**config.mk**
```make
export PLATFORM = sky130hd
export DESIGN_NAME = ntt_arbiter
export DESIGN_NICKNAME = d
export VERILOG_FILES = /design/src/source/ntt_mem_pkg.sv /design/src/source/ntt_ctrl_pkg.sv /design/src/source/ntt_arbiter.sv
export SDC_FILE = /design/constraint.sdc
export NUM_CORES = 1
export LEC_CHECK = 0
export BUFFER_PORTS_ARGS = -buffer_cell sky130_fd_sc_hd__buf_2
export CAP_MARGIN = 20
export CORE_MARGIN = 2
export CORE_UTILIZATION = 40
export DETAILED_ROUTE_END_ITERATION = 8
export GPL_TIMING_DRIVEN = 0
export PLACE_DENSITY_LB_ADDON = 0.05
export SLEW_MARGIN = 30
export SYNTH_ARGS = -nofsm -noshare
export SYNTH_HDL_FRONTEND = slang
export SYNTH_SLANG_ARGS = --single-unit
```
**constraint.sdc**
```tcl
create_clock -name clk -period 2 [get_ports clk]
set_input_delay 0.3 -clock clk [delete_from_list [all_inputs] [get_ports clk]]
set_output_delay 0.3 -clock clk [all_outputs]
set_load 0.02 [all_outputs]
```
**src/source/ntt_mem_pkg.sv**
```systemverilog
`default_nettype none

package ntt_mem_pkg;

  // One coefficient modulo q
  typedef logic [22:0] coeff_t;

  // Word address into the shared memory, depth up to 256
  typedef logic [7:0] mem_addr_t;

  typedef enum logic [1:0] {
    RW_IDLE  = 2'd0,
    RW_READ  = 2'd1,
    RW_WRITE = 2'd2
  } mem_rw_e;

  // Engine side memory request
  typedef struct packed {
    mem_rw_e   rd_wr;
    mem_addr_t addr;
  } mem_req_t;

  // Host load and readback request
  typedef struct packed {
    logic      write;
    mem_addr_t addr;
    coeff_t    wdata;
  } host_req_t;

endpackage

`default_nettype wire
```
**src/source/ntt_ctrl_pkg.sv**
```systemverilog
`default_nettype none

package ntt_ctrl_pkg;

  import ntt_mem_pkg::*;

  // Operations a controller can request
  typedef enum logic [3:0] {
    OP_NONE         = 4'd0,
    OP_PWM          = 4'd1,
    OP_PWM_ACC      = 4'd2,
    OP_PWA          = 4'd3,
    OP_PWS          = 4'd4,
    OP_PWM_SMPL     = 4'd5,
    OP_PWM_ACC_SMPL = 4'd6
  } op_mode_e;

  // ALU operation
  typedef enum logic [1:0] {
    MUL = 2'd0,
    ADD = 2'd1,
    SUB = 2'd2
  } eng_mode_e;

  typedef struct packed {
    op_mode_e  mode;
    mem_addr_t src_a;
    mem_addr_t src_b;
    mem_addr_t dst;
  } ntt_cmd_t;

  // Decoded controls seen by the engine
  typedef struct packed {
    eng_mode_e eng_mode;
    logic      accumulate;
    logic      use_sampler;
    mem_addr_t src_a;
    mem_addr_t src_b;
    mem_addr_t dst;
  } eng_ctrl_t;

  localparam coeff_t Q_MOD = 23'd8380417;

endpackage

`default_nettype wire

```
**src/source/ntt_arbiter.sv**
```systemverilog
`default_nettype none

module ntt_arbiter
  import ntt_ctrl_pkg::*;
  import ntt_mem_pkg::*;
(
  input  logic                 clk,
  input  logic                 reset_n,
  input  logic [1:0]           cmd_valid_i,
  output logic [1:0]           cmd_ready_o,
  input  ntt_cmd_t [1:0]       cmd_i,
  input  logic [1:0]           samp_valid_i,
  input  coeff_t [1:0]         samp_data_i,
  output logic [1:0]           samp_ready_o,
  input  logic                 eng_busy_i,
  input  logic                 eng_done_i,
  input  logic                 eng_samp_ready_i,
  output logic                 eng_start_o,
  output eng_ctrl_t            eng_ctrl_o,
  output logic                 eng_samp_valid_o,
  output coeff_t               eng_samp_data_o,
  output logic [1:0]           busy_o,
  output logic [1:0]           done_o
);

  logic       init_q;
  logic [1:0] owner_q;
  logic       start_q;
  ntt_cmd_t   cmd_q;
  logic       can_accept;
  logic [1:0] grant;

  // Idle engine and nobody holding it
  assign can_accept     = init_q && (owner_q == 2'b00) && !eng_busy_i;
  // Channel 0 has priority, channel 1 only when it alone is valid
  assign cmd_ready_o[0] = can_accept && (cmd_valid_i[0] || !cmd_valid_i[1]);
  assign cmd_ready_o[1] = can_accept && !cmd_valid_i[0] && cmd_valid_i[1];
  assign grant          = cmd_valid_i & cmd_ready_o;

  always_ff @(posedge clk or negedge reset_n) begin
    if (!reset_n) begin
      init_q  <= 1'b0;
      owner_q <= 2'b00;
      start_q <= 1'b0;
      cmd_q   <= '0;
    end else begin
      init_q  <= 1'b1;
      start_q <= |grant;
      if (|grant) begin
        owner_q <= grant;
        cmd_q   <= grant[0] ? cmd_i[0] : cmd_i[1];
      end else if (eng_done_i) begin
        owner_q <= 2'b00;
      end
    end
  end

  assign eng_start_o = start_q;

  // Mode decode
  always_comb begin
    eng_ctrl_o.eng_mode    = MUL;
    eng_ctrl_o.accumulate  = 1'b0;
    eng_ctrl_o.use_sampler = 1'b0;
    eng_ctrl_o.src_a       = cmd_q.src_a;
    eng_ctrl_o.src_b       = cmd_q.src_b;
    eng_ctrl_o.dst         = cmd_q.dst;
    case (cmd_q.mode)
      OP_PWM_ACC: eng_ctrl_o.accumulate = 1'b1;
      OP_PWA:     eng_ctrl_o.eng_mode = ADD;
      OP_PWS:     eng_ctrl_o.eng_mode = SUB;
      OP_PWM_SMPL: eng_ctrl_o.use_sampler = 1'b1;
      OP_PWM_ACC_SMPL: begin
        eng_ctrl_o.accumulate  = 1'b1;
        eng_ctrl_o.use_sampler = 1'b1;
      end
      default: begin
      end
    endcase
  end

  // Only the owner's sampler reaches the engine
  assign eng_samp_valid_o = |(owner_q & samp_valid_i);
  assign eng_samp_data_o  = owner_q[1] ? samp_data_i[1] : samp_data_i[0];
  assign samp_ready_o     = owner_q & {2{eng_samp_ready_i}};

  assign busy_o = owner_q;
  assign done_o = owner_q & {2{eng_done_i}};

  a_owner_onehot: assert property (@(posedge clk) disable iff (!reset_n)
    $onehot0(owner_q));

  // Engine finishes only for a command granted earlier and still owned
  a_done_owned: assert property (@(posedge clk) disable iff (!reset_n)
    eng_done_i |-> (owner_q != 2'b00) && (owner_q == $past(owner_q)));

endmodule

`default_nettype wire

```
* After elaboration in Yosys (flattened, before gate mapping)
Index checks and enable logic that the tools add are counted.
Word-level totals: output and inout bits 61, logic and storage cells 38, register bits 32, input port bits 111
Cells by class: mux-type cells 7, bitwise gates (word level) 4, reductions and logical operators 15, equal/unequal tests 5
Operators with widths (count):
- 28-bit two-way mux | 1
- 23-bit two-way mux | 1
- 4-bit by 3-bit equality test with 1-bit output, second input constant | 3
- 2-bit bitwise AND | 4
- 4-bit by 2-bit equality test with 1-bit output, second input constant | 2
- 2-bit OR reduction | 4
- 1-bit logical AND | 5
- 2-bit two-way mux | 2
- 2-bit one-hot mux with 2 select lines | 1
- 1-bit zero test | 3
- 2-bit zero test | 1
- 1-bit two-way mux | 2
- 2-bit nonzero test | 1
- 1-bit logical OR | 1

* Depth between registers and ports, before layout
depth in word-level cells 8, depth in mapped cells 5, mapped depth without buffers 3

* Worst setup path before layout
OpenSTA, ideal clock, no wires.
path kind register to output, from register owner_q[0], in the netlist busy_o[0], to output port cmd_ready_o[0], arrival time 1.622 ns, cell stages (with the launch flop) 5, buffers on the path 2, required time 1.700 ns, path slack 0.078 ns, cells stage by stage dfrtp_1 -> or4b_1 -> clkbuf_1 -> buf_2 -> nor2_1
Between the ends: longest elaborated chain between the ends 4
RTL lines:
- from (decl) | RTL line ntt_arbiter.sv:27 | logic [1:0] owner_q;
- from (signal assigned) | RTL line ntt_arbiter.sv:50 | owner_q <= grant;
- 2-bit zero test | RTL line ntt_arbiter.sv:34 | assign can_accept = init_q && (owner_q == 2'b00) && !eng_busy_i;
- 1-bit logical AND (2 in a row) | RTL line ntt_arbiter.sv:34
- 1-bit logical AND | RTL line ntt_arbiter.sv:36 | assign cmd_ready_o[0] = can_accept && (cmd_valid_i[0] || !cmd_valid_i[1]);
- to (decl) | RTL line ntt_arbiter.sv:10 | output logic [1:0] cmd_ready_o,
No other way between the ends.

* Worst setup path in the final report
from register owner_q[1], in the netlist busy_o[1], to output port cmd_ready_o[0]
Same word-level chain as after synthesis.

==> load_flow_metrics.sql <==
INSERT INTO impl_metrics (metric_group, metric, value, unit) VALUES
('status', 'run_status', 'completed', ''),
('detailed_routing', 'dr_total_vias', '2404', ''),
('yosys', 'synth-async-reset-ratio', '100', '%'),
('placement', 'buffer_ports.inserted', '171', ''),
('final_layout', 'layout.cell_area.non_filler', '3210', 'um2'),
('critical_path', 'endpoint_kind', 'primary output', ''),
('final_layout', 'numnets_final', '522', ''),
('sta', 'rsz0062_at_grt', 'true', ''),
('yosys', 'dominantRegCellSynth', 'dfrtp_1', ''),
('grt', 'global_route.overflow_total', '0', ''),
('run', 'max_cap_viol_count', '0', ''),
('critical_path', 'slowest_stage', 'or4b_4', ''),
('cts', 'clkLatencyLatePin', '280', 'ps'),
('final_layout', 'drive_above_1_share', '59.7', '%'),
('sta', 'worst_slew_margin_rel', '50.2', '%'),
('floorplanning', 'die_width', '77.4', 'um'),
('critical_path', 'critical_path_startpoint_category', 'flip-flop', ''),
('cts', 'cts_root_buf', 'clkbuf_8', ''),
('cts', 'cts.clk_slew.worst_paths', '70', 'ps'),
('sta', 'fmax', '512', 'MHz'),
('sta', 'timing.final.hold_violations', '0', ''),
('floorplanning', 'start_util', '41.9', '%'),
('floorplanning', 'num_rows', '26', ''),
('detailed_routing', 'via_per_inst', '4.98', ''),
('detailed_routing', 'drt-initial-drc-count', '105', ''),
('critical_path', 'reg2reg_from', 'busy_o[1]', ''),
('yosys', 'post_synth_instance_area', '2150', 'um2'),
('cts', 'cts_hold_buffers', '0', ''),
('yosys', 'post_synth_num_cell_types', '26', ''),
('placement', 'detailed_place_hpwl', '5270', 'um'),
('min_path', 'min-delay-path-class', 'in2async', ''),
('floorplanning', 'core-area', '5140', 'um2'),
('placement', 'detailed_place.area', '3100', 'um2'),
('pwr', 'p_total', '2.71', 'mW'),
('critical_path', 'worst-setup-path-type', 'reg2out', ''),
('pwr', 'leakage', '1.69', 'nW'),
('final_layout', 'synthToLayoutAreaGrowth', '49.1', '%'),
('sta', 'final.setup_skew', '10.3', 'ps'),
('critical_path', 'worst_setup_path_startpoint', 'busy_o[1]', ''),
('grt', 'grt_antenna_before_repair', '1', ''),
('critical_path', 'r2r_cells', '6', ''),
('critical_path', 'critical_path_required', '1700', 'ps'),
('yosys', 'synth.ff_latch_count', '32', ''),
('critical_path', 'worstPathMaxFanout', '10', ''),
('yosys', 'synth_largest_type_area_fraction', '37.2', '%'),
('final_layout', 'final_cell_mix', 'buf_2 (178), nand3_1 (52), dfrtp_1 (31)', ''),
('critical_path', 'worst_r2r_endpoint', 'eng_ctrl_o[16]', ''),
('cts', 'clk_path_buf_depth', '2', ''),
('critical_path', 'reg2reg_setup_slack', '470', 'ps'),
('grt', 'grt_pass1_vias', '2251', ''),
('placement', 'place_inst', '475', ''),
('critical_path', 'cp_max_stage_delay', '560', 'ps'),
('detailed_routing', 'drtPass1Iterations', '4', ''),
('yosys', 'yosys_warnings', '0', ''),
('cts', 'htree_levels', '2', ''),
('placement', 'place_congestion', '0.738', ''),
('detailed_routing', 'avgRoutedWirePerCell', '14.4', 'um'),
('detailed_routing', 'ant_nets', '0', ''),
('final_layout', 'mostFrequentLayoutCell', 'buf_2', ''),
('floorplanning', 'top_level_i_o_count', '172', ''),
('yosys', 'netlist_top_cells_area', 'dfrtp_1 (37%), nand3_1 (12%), mux2_2 (12%), a32oi_1 (11%), buf_4 (8.4%)', ''),
('detailed_routing', 'finalWirelength', '6960', 'um'),
('cts', 'tritoncts.num_buffers', '5', ''),
('yosys', 'gate_count_post_synth', '234', ''),
('floorplanning', 'floorplan.die.height', '77.4', 'um'),
('yosys', 'synth_top_area_cell', 'dfrtp_1', ''),
('critical_path', 'worstPathCellList', 'or4b_4 > buf_6 > nor2_1 > buf_4', ''),
('sta', 'totalNegativeSetupSlack', '0', 'ps'),
('sta', 'timing_max_transition_violations_final', '0', ''),
('grt', 'global_route_wire_length_before_repair', '10800', 'um'),
('detailed_routing', 'post-route-drc-count', '0', '');
[synthesized netlist by cell type (all sizes together) (2+ instances only)]
cell type and number:
clkbuf 5, and2 4, nand3 52, dfrtp 32
nand2 27, nor2 5, o21ai 5, buf 40
mux2 23, inv 2, a22oi 2, a32oi 26
[worst max-delay path, delay by kind of cell (launching register included)]
family	cells	cell delay (ps)
buffers and inverters	2	320
DFF	1	400
and+or+nand+nor	2	670
[logic make-up (layout without fill, tap and decap cells)]
group | Yosys count | count (layout) | share of synthesized area (%)
AOI/OAI and AO/OA | 35 | 35 | 13.2
xor gates and xnor gates | 1 | 1 | 0.407
buffers and inverters | 47 | 225 | 15.0
DFF | 32 | 32 | 37.2
muxes | 23 | 23 | 12.0
other | 1 | 2 | 0.174
and+or+nand+nor | 95 | 95 | 22.0
[through the flow]
stage | hold slack [ps] | utilization, % | worst slack [ps]
floorplan | 4.41 | - | 78.3
global placement | 402 | 60.3 | 35.2
detailed placement | 412 | 60.3 | 51.2
CTS | 100 | 62.5 | 30.9
global route | 132 | 62.5 | -7.15
finish | 79.7 | 62.5 | 48.8
[worst max-delay path by stage]
stage                     endpoint  slack (ps)  depth (start not counted)
floorplan           cmd_ready_o[0]          80                          4
global placement    cmd_ready_o[0]          40                          6
detailed placement  cmd_ready_o[0]          50                          6
CTS                 cmd_ready_o[0]          30                          4
global route        cmd_ready_o[0]          -7                          4
finish              cmd_ready_o[0]          50                          4
[timing repair]
| item | in CTS | in global routing |
|---|---|---|
| pin swaps | 1 | 1 |
| buffers inserted | 2 | 0 |
| endpoints found under the setup margin | 8 | 7 |
| resized for setup | 5 | 2 |
[power breakdown]
part / internal (mW) / switching [mW] / total, mW / leakage, nW
logic: 0.586 / 0.637 / 1.22 / 1.27
registers: 0.824 / 0.143 / 0.967 / 0.373
clock network: 0.280 / 0.238 / 0.517 / 0.0445
total: 1.69 / 1.02 / 2.71 / 1.69
[flip-flops by register name, indices dropped and copies added (netlist names)]
name	cells
busy_o	2
cmd_q	4
eng_start_o	1
eng_ctrl_o	24
init_q	1
[area by class of cell]
| cell class | count | area (um2) | area share (%) |
|---|---|---|---|
| inverters | 2 | 7.51 | 0.234 |
| diodes | 1 | 2.50 | 0.0779 |
| clock buffers | 7 | 86.3 | 2.69 |
| multi-input cells | 155 | 1030 | 32.2 |
| flip-flops and latches | 32 | 802 | 25.0 |
| plain buffers | 42 | 312 | 9.70 |
| clock inverters | 1 | 7.51 | 0.234 |
| repair buffers | 173 | 873 | 27.2 |
| well taps | 70 | 87.6 | 2.73 |
[routing by layer]
layer	global-route usage [%]	vias to the layer above	share of wire (%)
li1	-	1186	-
met1	27.4	1110	40
met2	39.5	106	52
met3	6.28	2	8.0
met4	5.18	0	0.30
met5	0	-	0
Power figures use the tool's default switching activity.
