===== config.mk =====
export PLATFORM = sky130hd
export DESIGN_NAME = pw_engine
export DESIGN_NICKNAME = d
export VERILOG_FILES = /design/src/source/ntt_mem_pkg.sv /design/src/source/ntt_ctrl_pkg.sv /design/src/source/pw_engine.sv /design/src/source/pw_alu.sv
export SDC_FILE = /design/constraint.sdc
export NUM_CORES = 2
export LEC_CHECK = 0
export BUFFER_PORTS_ARGS = -buffer_cell sky130_fd_sc_hd__buf_4
export CAP_MARGIN = 0
export CORE_AREA = 2 2 264 266
export CTS_BUF_LIST = sky130_fd_sc_hd__clkbuf_16
export CTS_CLUSTER_DIAMETER = 120
export DETAILED_ROUTE_END_ITERATION = 10
export DIE_AREA = 0 0 266 268
export PLACE_DENSITY_LB_ADDON = 0.05
export SYNTH_ARGS = -nofsm -noshare
export SYNTH_HDL_FRONTEND = slang
export SYNTH_HIERARCHICAL = 1
export SYNTH_SLANG_ARGS = --single-unit

===== constraint.sdc =====
create_clock -name clk -period 38.1 [get_ports clk]
set_clock_uncertainty 0.1 [all_clocks]
set_input_delay 7.62 -clock clk [delete_from_list [all_inputs] [get_ports clk]]
set_output_delay 7.62 -clock clk [all_outputs]
set_load 0.05 [all_outputs]

===== src/source/ntt_mem_pkg.sv =====
`default_nettype none

package ntt_mem_pkg;

  // One coefficient modulo q
  typedef logic [22:0] coeff_t;

  // Word address into the shared memory, depth up to 256
  typedef logic [7:0] mem_addr_t;

  typedef enum logic [1:0] {
    RW_IDLE  = 2'd0,
    RW_READ  = 2'd1,
    RW_WRITE = 2'd2
  } mem_rw_e;

  // Engine side memory request
  typedef struct packed {
    mem_rw_e   rd_wr;
    mem_addr_t addr;
  } mem_req_t;

  // Host load and readback request
  typedef struct packed {
    logic      write;
    mem_addr_t addr;
    coeff_t    wdata;
  } host_req_t;

endpackage

`default_nettype wire

===== src/source/ntt_ctrl_pkg.sv =====
`default_nettype none

package ntt_ctrl_pkg;

  import ntt_mem_pkg::*;

  // Operations a controller can request
  typedef enum logic [3:0] {
    OP_NONE         = 4'd0,
    OP_PWM          = 4'd1,
    OP_PWM_ACC      = 4'd2,
    OP_PWA          = 4'd3,
    OP_PWS          = 4'd4,
    OP_PWM_SMPL     = 4'd5,
    OP_PWM_ACC_SMPL = 4'd6
  } op_mode_e;

  // ALU operation
  typedef enum logic [1:0] {
    MUL = 2'd0,
    ADD = 2'd1,
    SUB = 2'd2
  } eng_mode_e;

  typedef struct packed {
    op_mode_e  mode;
    mem_addr_t src_a;
    mem_addr_t src_b;
    mem_addr_t dst;
  } ntt_cmd_t;

  // Decoded controls seen by the engine
  typedef struct packed {
    eng_mode_e eng_mode;
    logic      accumulate;
    logic      use_sampler;
    mem_addr_t src_a;
    mem_addr_t src_b;
    mem_addr_t dst;
  } eng_ctrl_t;

  localparam coeff_t Q_MOD = 23'd8380417;

endpackage

`default_nettype wire


===== src/source/pw_engine.sv =====
`default_nettype none

module pw_engine
  import ntt_ctrl_pkg::*;
  import ntt_mem_pkg::*;
#(
  parameter int N_COEFF = 16
) (
  input  logic      clk,
  input  logic      reset_n,
  input  logic      start_i,
  input  eng_ctrl_t ctrl_i,
  input  logic      samp_valid_i,
  input  coeff_t    samp_data_i,
  output logic      samp_ready_o,
  output logic      busy_o,
  output logic      done_o,
  output mem_req_t  rd_a_o,
  output mem_req_t  rd_b_o,
  output mem_req_t  rd_d_o,
  input  coeff_t    rd_a_data_i,
  input  coeff_t    rd_b_data_i,
  input  coeff_t    rd_d_data_i,
  output mem_req_t  wr_o,
  output coeff_t    wr_data_o
);

  localparam int IDX_W = $clog2(N_COEFF + 1);

  logic                  busy_q;
  logic [IDX_W-1:0]      idx_q;
  logic                  issuing;
  logic                  issue;
  mem_addr_t             offset;
  // Valid per stage: read data, ALU stage 1, ALU result
  logic [2:0]            vld_q;
  mem_addr_t [2:0]       off_q;
  coeff_t                samp_q;
  coeff_t                alu_b;
  logic                  alu_valid;
  coeff_t                alu_result;

  assign offset  = mem_addr_t'(idx_q);
  assign issuing = busy_q && (idx_q < IDX_W'(N_COEFF));
  // Sampler modes wait for a sampler word
  assign issue   = issuing && (!ctrl_i.use_sampler || samp_valid_i);

  assign samp_ready_o = issuing && ctrl_i.use_sampler;
  assign busy_o       = busy_q;
  assign done_o       = busy_q && !issuing && (vld_q == 3'b000);

  always_comb begin
    rd_a_o.rd_wr = issue ? RW_READ : RW_IDLE;
    rd_a_o.addr  = ctrl_i.src_a + offset;
    rd_b_o.rd_wr = (issue && !ctrl_i.use_sampler) ? RW_READ : RW_IDLE;
    rd_b_o.addr  = ctrl_i.src_b + offset;
    // Old destination word for accumulate
    rd_d_o.rd_wr = (issue && ctrl_i.accumulate) ? RW_READ : RW_IDLE;
    rd_d_o.addr  = ctrl_i.dst + offset;
  end

  always_ff @(posedge clk or negedge reset_n) begin
    if (!reset_n) begin
      busy_q <= 1'b0;
      idx_q  <= '0;
      vld_q  <= 3'b000;
    end else begin
      vld_q <= {vld_q[1:0], issue};
      if (start_i && !busy_q) begin
        busy_q <= 1'b1;
        idx_q  <= '0;
      end else begin
        if (issue) begin
          idx_q <= idx_q + 1'b1;
        end
        if (done_o) begin
          busy_q <= 1'b0;
        end
      end
    end
  end

  // Index and sampler word travel with the item
  always_ff @(posedge clk) begin
    off_q <= {off_q[1:0], offset};
    if (issue) begin
      samp_q <= samp_data_i;
    end
  end

  assign alu_b = ctrl_i.use_sampler ? samp_q : rd_b_data_i;

  pw_alu u_alu (
    .clk        (clk),
    .reset_n    (reset_n),
    .in_valid_i (vld_q[0]),
    .mode_i     (ctrl_i.eng_mode),
    .acc_i      (ctrl_i.accumulate),
    .a_i        (rd_a_data_i),
    .b_i        (alu_b),
    .d_i        (rd_d_data_i),
    .out_valid_o(alu_valid),
    .result_o   (alu_result)
  );

  assign wr_o.rd_wr = alu_valid ? RW_WRITE : RW_IDLE;
  assign wr_o.addr  = ctrl_i.dst + off_q[2];
  assign wr_data_o  = alu_result;

  a_wr_in_range: assert property (@(posedge clk) disable iff (!reset_n)
    wr_o.rd_wr == RW_WRITE |-> mem_addr_t'(wr_o.addr - ctrl_i.dst) < N_COEFF);

endmodule

`default_nettype wire


===== src/source/pw_alu.sv =====
`default_nettype none

module pw_alu
  import ntt_ctrl_pkg::*;
  import ntt_mem_pkg::*;
(
  input  logic      clk,
  input  logic      reset_n,
  input  logic      in_valid_i,
  input  eng_mode_e mode_i,
  input  logic      acc_i,
  input  coeff_t    a_i,
  input  coeff_t    b_i,
  input  coeff_t    d_i,
  output logic      out_valid_o,
  output coeff_t    result_o
);

  logic        s1_valid_q;
  logic        s1_acc_q;
  logic [45:0] s1_val_q;
  coeff_t      s1_d_q;
  logic [45:0] s1_val;
  coeff_t      red;
  logic [23:0] acc_sum;
  coeff_t      s2_result;

  // Stage 1: raw product, sum or difference
  always_comb begin
    case (mode_i)
      ADD:     s1_val = 46'(a_i) + 46'(b_i);
      // Offset by q so the difference stays positive
      SUB:     s1_val = 46'(a_i) + 46'(Q_MOD) - 46'(b_i);
      default: s1_val = 46'(a_i) * 46'(b_i);
    endcase
  end

  // Stage 2: reduce, then optional accumulate with one conditional subtract
  assign red       = coeff_t'(s1_val_q % 46'(Q_MOD));
  assign acc_sum   = {1'b0, red} + (s1_acc_q ? {1'b0, s1_d_q} : 24'd0);
  assign s2_result = (acc_sum >= {1'b0, Q_MOD}) ? coeff_t'(acc_sum - {1'b0, Q_MOD})
                                                : acc_sum[22:0];

  always_ff @(posedge clk or negedge reset_n) begin
    if (!reset_n) begin
      s1_valid_q  <= 1'b0;
      out_valid_o <= 1'b0;
    end else begin
      s1_valid_q  <= in_valid_i;
      out_valid_o <= s1_valid_q;
    end
  end

  always_ff @(posedge clk) begin
    s1_val_q <= s1_val;
    s1_acc_q <= acc_i;
    s1_d_q   <= d_i;
    result_o <= s2_result;
  end

  // Memory and sampler only ever hold reduced values
  a_in_reduced: assert property (@(posedge clk) disable iff (!reset_n)
    in_valid_i |-> (a_i < Q_MOD) && (b_i < Q_MOD) && (!acc_i || d_i < Q_MOD));

endmodule

`default_nettype wire


# ---- Yosys cells after proc, flatten, opt, wreduce, memory -nomap -nowiden
# Cells that the tools add are included.
dict set report word_totals {
  ff_bits 142
  inputBits 124
  wordCells 56
}
dict set report op_classes {
  addsub 10
  n_mul 1
  n_div 1
  n_lt_le_gt_ge 2
  n_eq_ne 2
  muxes 12
  n_reduce_logical 15
}
# op n
set ops {}
lappend ops {{$pmux 46 s2} 1}
lappend ops {{$mux 23} 3}
lappend ops {{$add 23x23->24} 2}
lappend ops {{$mod 46x23->46 const B} 1}
lappend ops {{$mul 23x23->46} 1}
lappend ops {{$sub 46x23->46} 1}
lappend ops {{$add 8x5->8} 4}
lappend ops {{$add 23x23->24 const B} 1}
lappend ops {{$ge 24x23->1 const B} 1}
lappend ops {{$sub 23x23->23 const B} 1}
lappend ops {{$mux 5} 2}
lappend ops {{$logic_and 1x1->1} 8}
lappend ops {{$add 5x1->5 const B} 1}
lappend ops {{$lt 5x5->1 const B} 1}
lappend ops {{$mux 1} 5}
lappend ops {{$reduce_bool 2->1} 2}
lappend ops {{$logic_not 1->1} 3}
lappend ops {{$logic_not 3->1} 1}
lappend ops {{$eq 2x1->1 const B} 1}
lappend ops {{$eq 2x2->1 const B} 1}
lappend ops {{$mux 2} 1}
lappend ops {{$logic_or 1x1->1} 1}

# ---- Depth between registers and ports, before layout
dict set report depth {
  word_depth 7
  depth_mapped 146
  ltp_nobuf 119
}

# ---- Modules after synthesis
# The synthesis kept the hierarchy.
# module n_inst cells_each area_each_um2 seq_area_each_um2
set modules_own_cells {}
lappend modules_own_cells {pw_alu 1 5377 41547.3 1911.8}
lappend modules_own_cells {pw_engine 1 229 2682.6 1216.2}

# ---- Worst setup path after synthesis
# OpenSTA, ideal clock, no wires.
dict set report synth_path {
  path_kind {reg2reg}
  startpoint {register u_alu.s1_val_q[37]}
  endpoint {register u_alu.result_o[10]}
  setup_time_ns 0.072
  arrival_ns 31.770
  t_required_ns 37.928
  setup_slack_ns 6.158
  stages_incl_launch_ff 132
  path_buffers 14
  synth_period_minus_slack_ns 31.942
  cell_sequence {dfxtp_1 buf_2 nand4_4 nor4_1 o21ai_2 and3_1 buf_2 o211a_1 a211o_1 and4_1 buf_4 nor4_4 mux2i_1 nand2_2 o41ai_2 a32oi_1 xnor2_2 a31oi_1 [96 not listed] o21ai_0 nand2b_1 a21o_1 a21o_1 a21o_1 a21o_1 a21o_1 a21o_1 a21o_1 a21o_1 xor2_1 and2_1 a311oi_1 inv_1 nand3_1 nor2_1 nand2_1 xor2_1}
}
dict set report synth_between {
  elab_chain_len 4
}
# element line
set synth_lines {}
lappend synth_lines {{start, declared} pw_alu.sv:21} ;# logic [45:0] s1_val_q;
lappend synth_lines {{start signal, assigned} pw_alu.sv:55} ;# s1_val_q <= s1_val;
lappend synth_lines {{$mod 46x23->46 *} pw_alu.sv:39} ;# assign red = coeff_t'(s1_val_q % 46'(Q_MOD));
lappend synth_lines {{$add 23x23->24 *} pw_alu.sv:40} ;# assign acc_sum = {1'b0, red} + (s1_acc_q ? {1'b0, s1_d_q} : 24'd0);
lappend synth_lines {{$sub 23x23->23 / $ge 24x23->1 (equally long branches)} pw_alu.sv:41} ;# assign s2_result = (acc_sum >= {1'b0, Q_MOD}) ? coeff_t'(acc_sum - {1'b0, Q_MOD})
lappend synth_lines {{$mux 23 *} pw_alu.sv:41}
lappend synth_lines {{net u_alu.s2_result[10]} pw_alu.sv:26} ;# coeff_t s2_result;
lappend synth_lines {{end signal, assigned} pw_alu.sv:58} ;# result_o <= s2_result;
lappend synth_lines {{end, declared} pw_alu.sv:16} ;# output coeff_t result_o
# Mark *: on every way through the listed nets, which the timed path passes. The rest lies on a longest branch.
# A chain may end at the register's enable or synchronous reset.

# ---- Final worst setup path
dict set report layout_path {
  startpoint {register u_alu.s1_val_q[24]}
  endpoint {register u_alu.result_o[12]}
}
# Same word-level chain as after synthesis.

==> results.md <==
* CTS root buf: clkbuf_16
* Register area at approximately 3100 µm²
* Count of final setup violators at 0
* Fmax at around 28 MHz
* Vias in the first global route at 41.6k
* Commonest cells after routing, fill and taps aside: inv_1, nand2_1, fa_1
* DIE HEIGHT at 268 µm
* Max stage delay on crit path at approximately 640 ps
* Status: completed
* Final WS setup at ~2100 ps
* Aggregate global routing overflow at 0
* Final Cell Area at 47500 µm²
* CTS tree: yes
* Pins Over Slew Limit at 0
* Asr flop ratio synth at 7.75%
* Area grow syn2layout at 7.31%
* YS warnings at 6
* Mapped Cells at 5606
* CTS Sinks at 142
* Clk Latency, worst-skew pair at approximately 490 ps
* Cts hold-fix bufs at 0
* Layout Utilization at a little over two thirds
* Seq/Total Area, Yosys at ~7.1%
* Global-route wire length before repair at approximately 220000 µm
* Final min period at roughly 36000 ps
* Crit. End Element: flip-flop
* FP Rows at 96
* Final wirelength at ~140000 µm
* Crit share post-route at 94.6%
* Core ar. at a little under 70000 µm²
* Slowest CP cell: xor2_1
* Max-slew headroom at between 30% and 40%
* Synth Cell Area at approximately 44000 µm²
* Hold crit path type: reg2reg
* Fillers at a little under 6k
* CP Launch Type: flip-flop
* Routed length per instance at about 22 µm
* DRT iter0 DRCs at roughly 4.3k
* Largest net degree at the start of global routing at 72
* Antenna violations before repair at 7
* Gr usage total at between 30% and 40%
* H-tree levels at 4
* Pre-CTS setup slack at between 400 and 500 ps
* I/O Pins at 190
* Post-synth EDFFs at 23
* Drt first pass iters at 6
* Antenna Nets Post-Route at 0
* Max Cap Violations at 0
* Arrival time worst endpoint at about 36000 ps
* # DRC at 0
* Placed instance count at approximately 6.5k
* Max Buffers Root-to-Sink at 2
* Starting density of the core at ~65%
* RePlAce Congestion at 0.996
* Top_reg_cell synth: dfxtp_1
* Final Non-Filler Cells at between 6k and 7k
* Die Area at a little over 70000 µm²
* Die width at 266 µm
* NumNets Final at roughly 6.5k
* Port bufs at roughly 190
* HPWL after DPL at ~110000 µm
* Placed instance area at approximately 46000 µm²
* Syn Area/Cell at 7.89 µm²
* Req. time, crit path at ~38000 ps
* Vias per cell at 6.59
* Synth unique cells at about 150
* CTS buffer count at 17
* Layout cells sized above 1 at 11.0%
* Worst path most repeated cell: a21o_1
* Worst-Margin Slew at 988 ps
* Via Count at roughly 43k
* Crit Path Max Fanout at 18
* Final hold vios at 0
* Multi-input combinational cell area at ~38000 µm²
* Clock-pin slew on the worst setup and hold paths at 80 ps
* Most common cell after layout, fill and taps aside: inv_1
* Seq cells post-synth at 142
* Crit Path Category: reg2reg
-- worst max-delay path, delay by kind of cell, from the launching register on --
kind / cells / cell delay (ps)
AO/OA/AOI/OAI: 60 / 17860
XOR/XNOR: 7 / 1690
adder cells (fa/ha/maj): 3 / 660
buffers and inverters: 12 / 2050
flip-flops: 1 / 460
multiplexers: 2 / 640
AND/OR/NAND/NOR: 41 / 12350
-- worst paths after layout --
check / from / to / slack [ps] / cells after the start
min: off_q[11] / off_q[19] / 220 / 0
max reg2reg: u_alu/s1_val_q[24] / u_alu/result_o[12] / 2070 / 125
max: u_alu/s1_val_q[24] / u_alu/result_o[12] / 2070 / 125
min reg2reg: off_q[11] / off_q[19] / 220 / 0
min in group asynchronous: reset_n / u_alu/s1_valid_q / 6850 / 1
max in group asynchronous: reset_n / idx_q[0] / 30880 / 1
-- repair_timing --
action | 4_1_cts | 5_1_grt
gates resized for setup | 0 | 81
setup buffers | 0 | 33
hold endpoints to repair | 0 | 0
endpoints found under the setup margin | 0 | 23
-- cells in the mapped netlist (all sizes together), types with 40 or more instances --
master,count,area (µm²)
a21o,96,721
ha,294,3680
dfxtp,108,2160
o211ai,52,405
nand3,158,801
inv,660,2480
and2,204,1280
nand4,76,533
a21oi,270,1400
xor2,119,1040
clkbuf,176,662
o21ai,181,951
nor4,71,557
xnor2,312,2760
or3,48,305
or2,55,347
and3,67,429
o21a,40,300
buf,55,322
nor2,343,1310
a211oi,52,468
fa,445,8910
mux2,50,563
o21bai,70,526
a31oi,60,397
nor3,140,751
nand2,633,2380
-- logic make-up (layout without fill, tap and decap cells) --
logic type               Yosys count  count (layout)  share of synthesized area, %
buffers and inverters            893             964                          7.84
adder cells (fa/ha/maj)          750             750                          28.7
flip-flops                       142             142                          7.07
XOR/XNOR                         431             431                          8.59
multiplexers                      87              87                          2.12
AO/OA/AOI/OAI                   1286            1286                          21.9
other                              1               7                       0.00848
AND/OR/NAND/NOR                 2016            2016                          23.7
-- layout make-up --
cell class                      count  share of cell area, %
Inverter                          662                   5.24
Timing Repair Buffer              270                   4.32
Tap cell                          882                   2.33
Clock inverter                     15                  0.388
Sequential cell                   142                   6.59
Multi-Input combinational cell   4574                   80.2
Antenna cell                        3                 0.0158
Clock buffer                       17                  0.896
-- metal layers --
metal	GRT usage (%)	vias to the layer above	wire length [µm]
met2	64.5	2207	66100
met3	7.55	421	12300
met5	0	-	29
li1	-	19775	-
met1	49.8	20863	56800
met4	18.0	4	6920
-- sequential cells by signal, summed over array words and instances, names as in the netlist --
register	count
busy_o	1
idx_q	5
off_q	15
samp_q	23
u_alu/out_valid_o	1
u_alu/result_o	23
u_alu/s1_acc_q	1
u_alu/s1_d_q	23
u_alu/s1_val_q	46
u_alu/s1_valid_q	1
vld_q	3
-- stage by stage --
stage	hold slack, ps	TNS, ps
after floorplan	210	0
after global placement	211	0
after detailed placement	212	0
after CTS	226	0
after global routing	236	-44.0
final	223	0
Power is not shown: default switching activity piles up to over one toggle a cycle in this logic, so the estimate is an artifact.
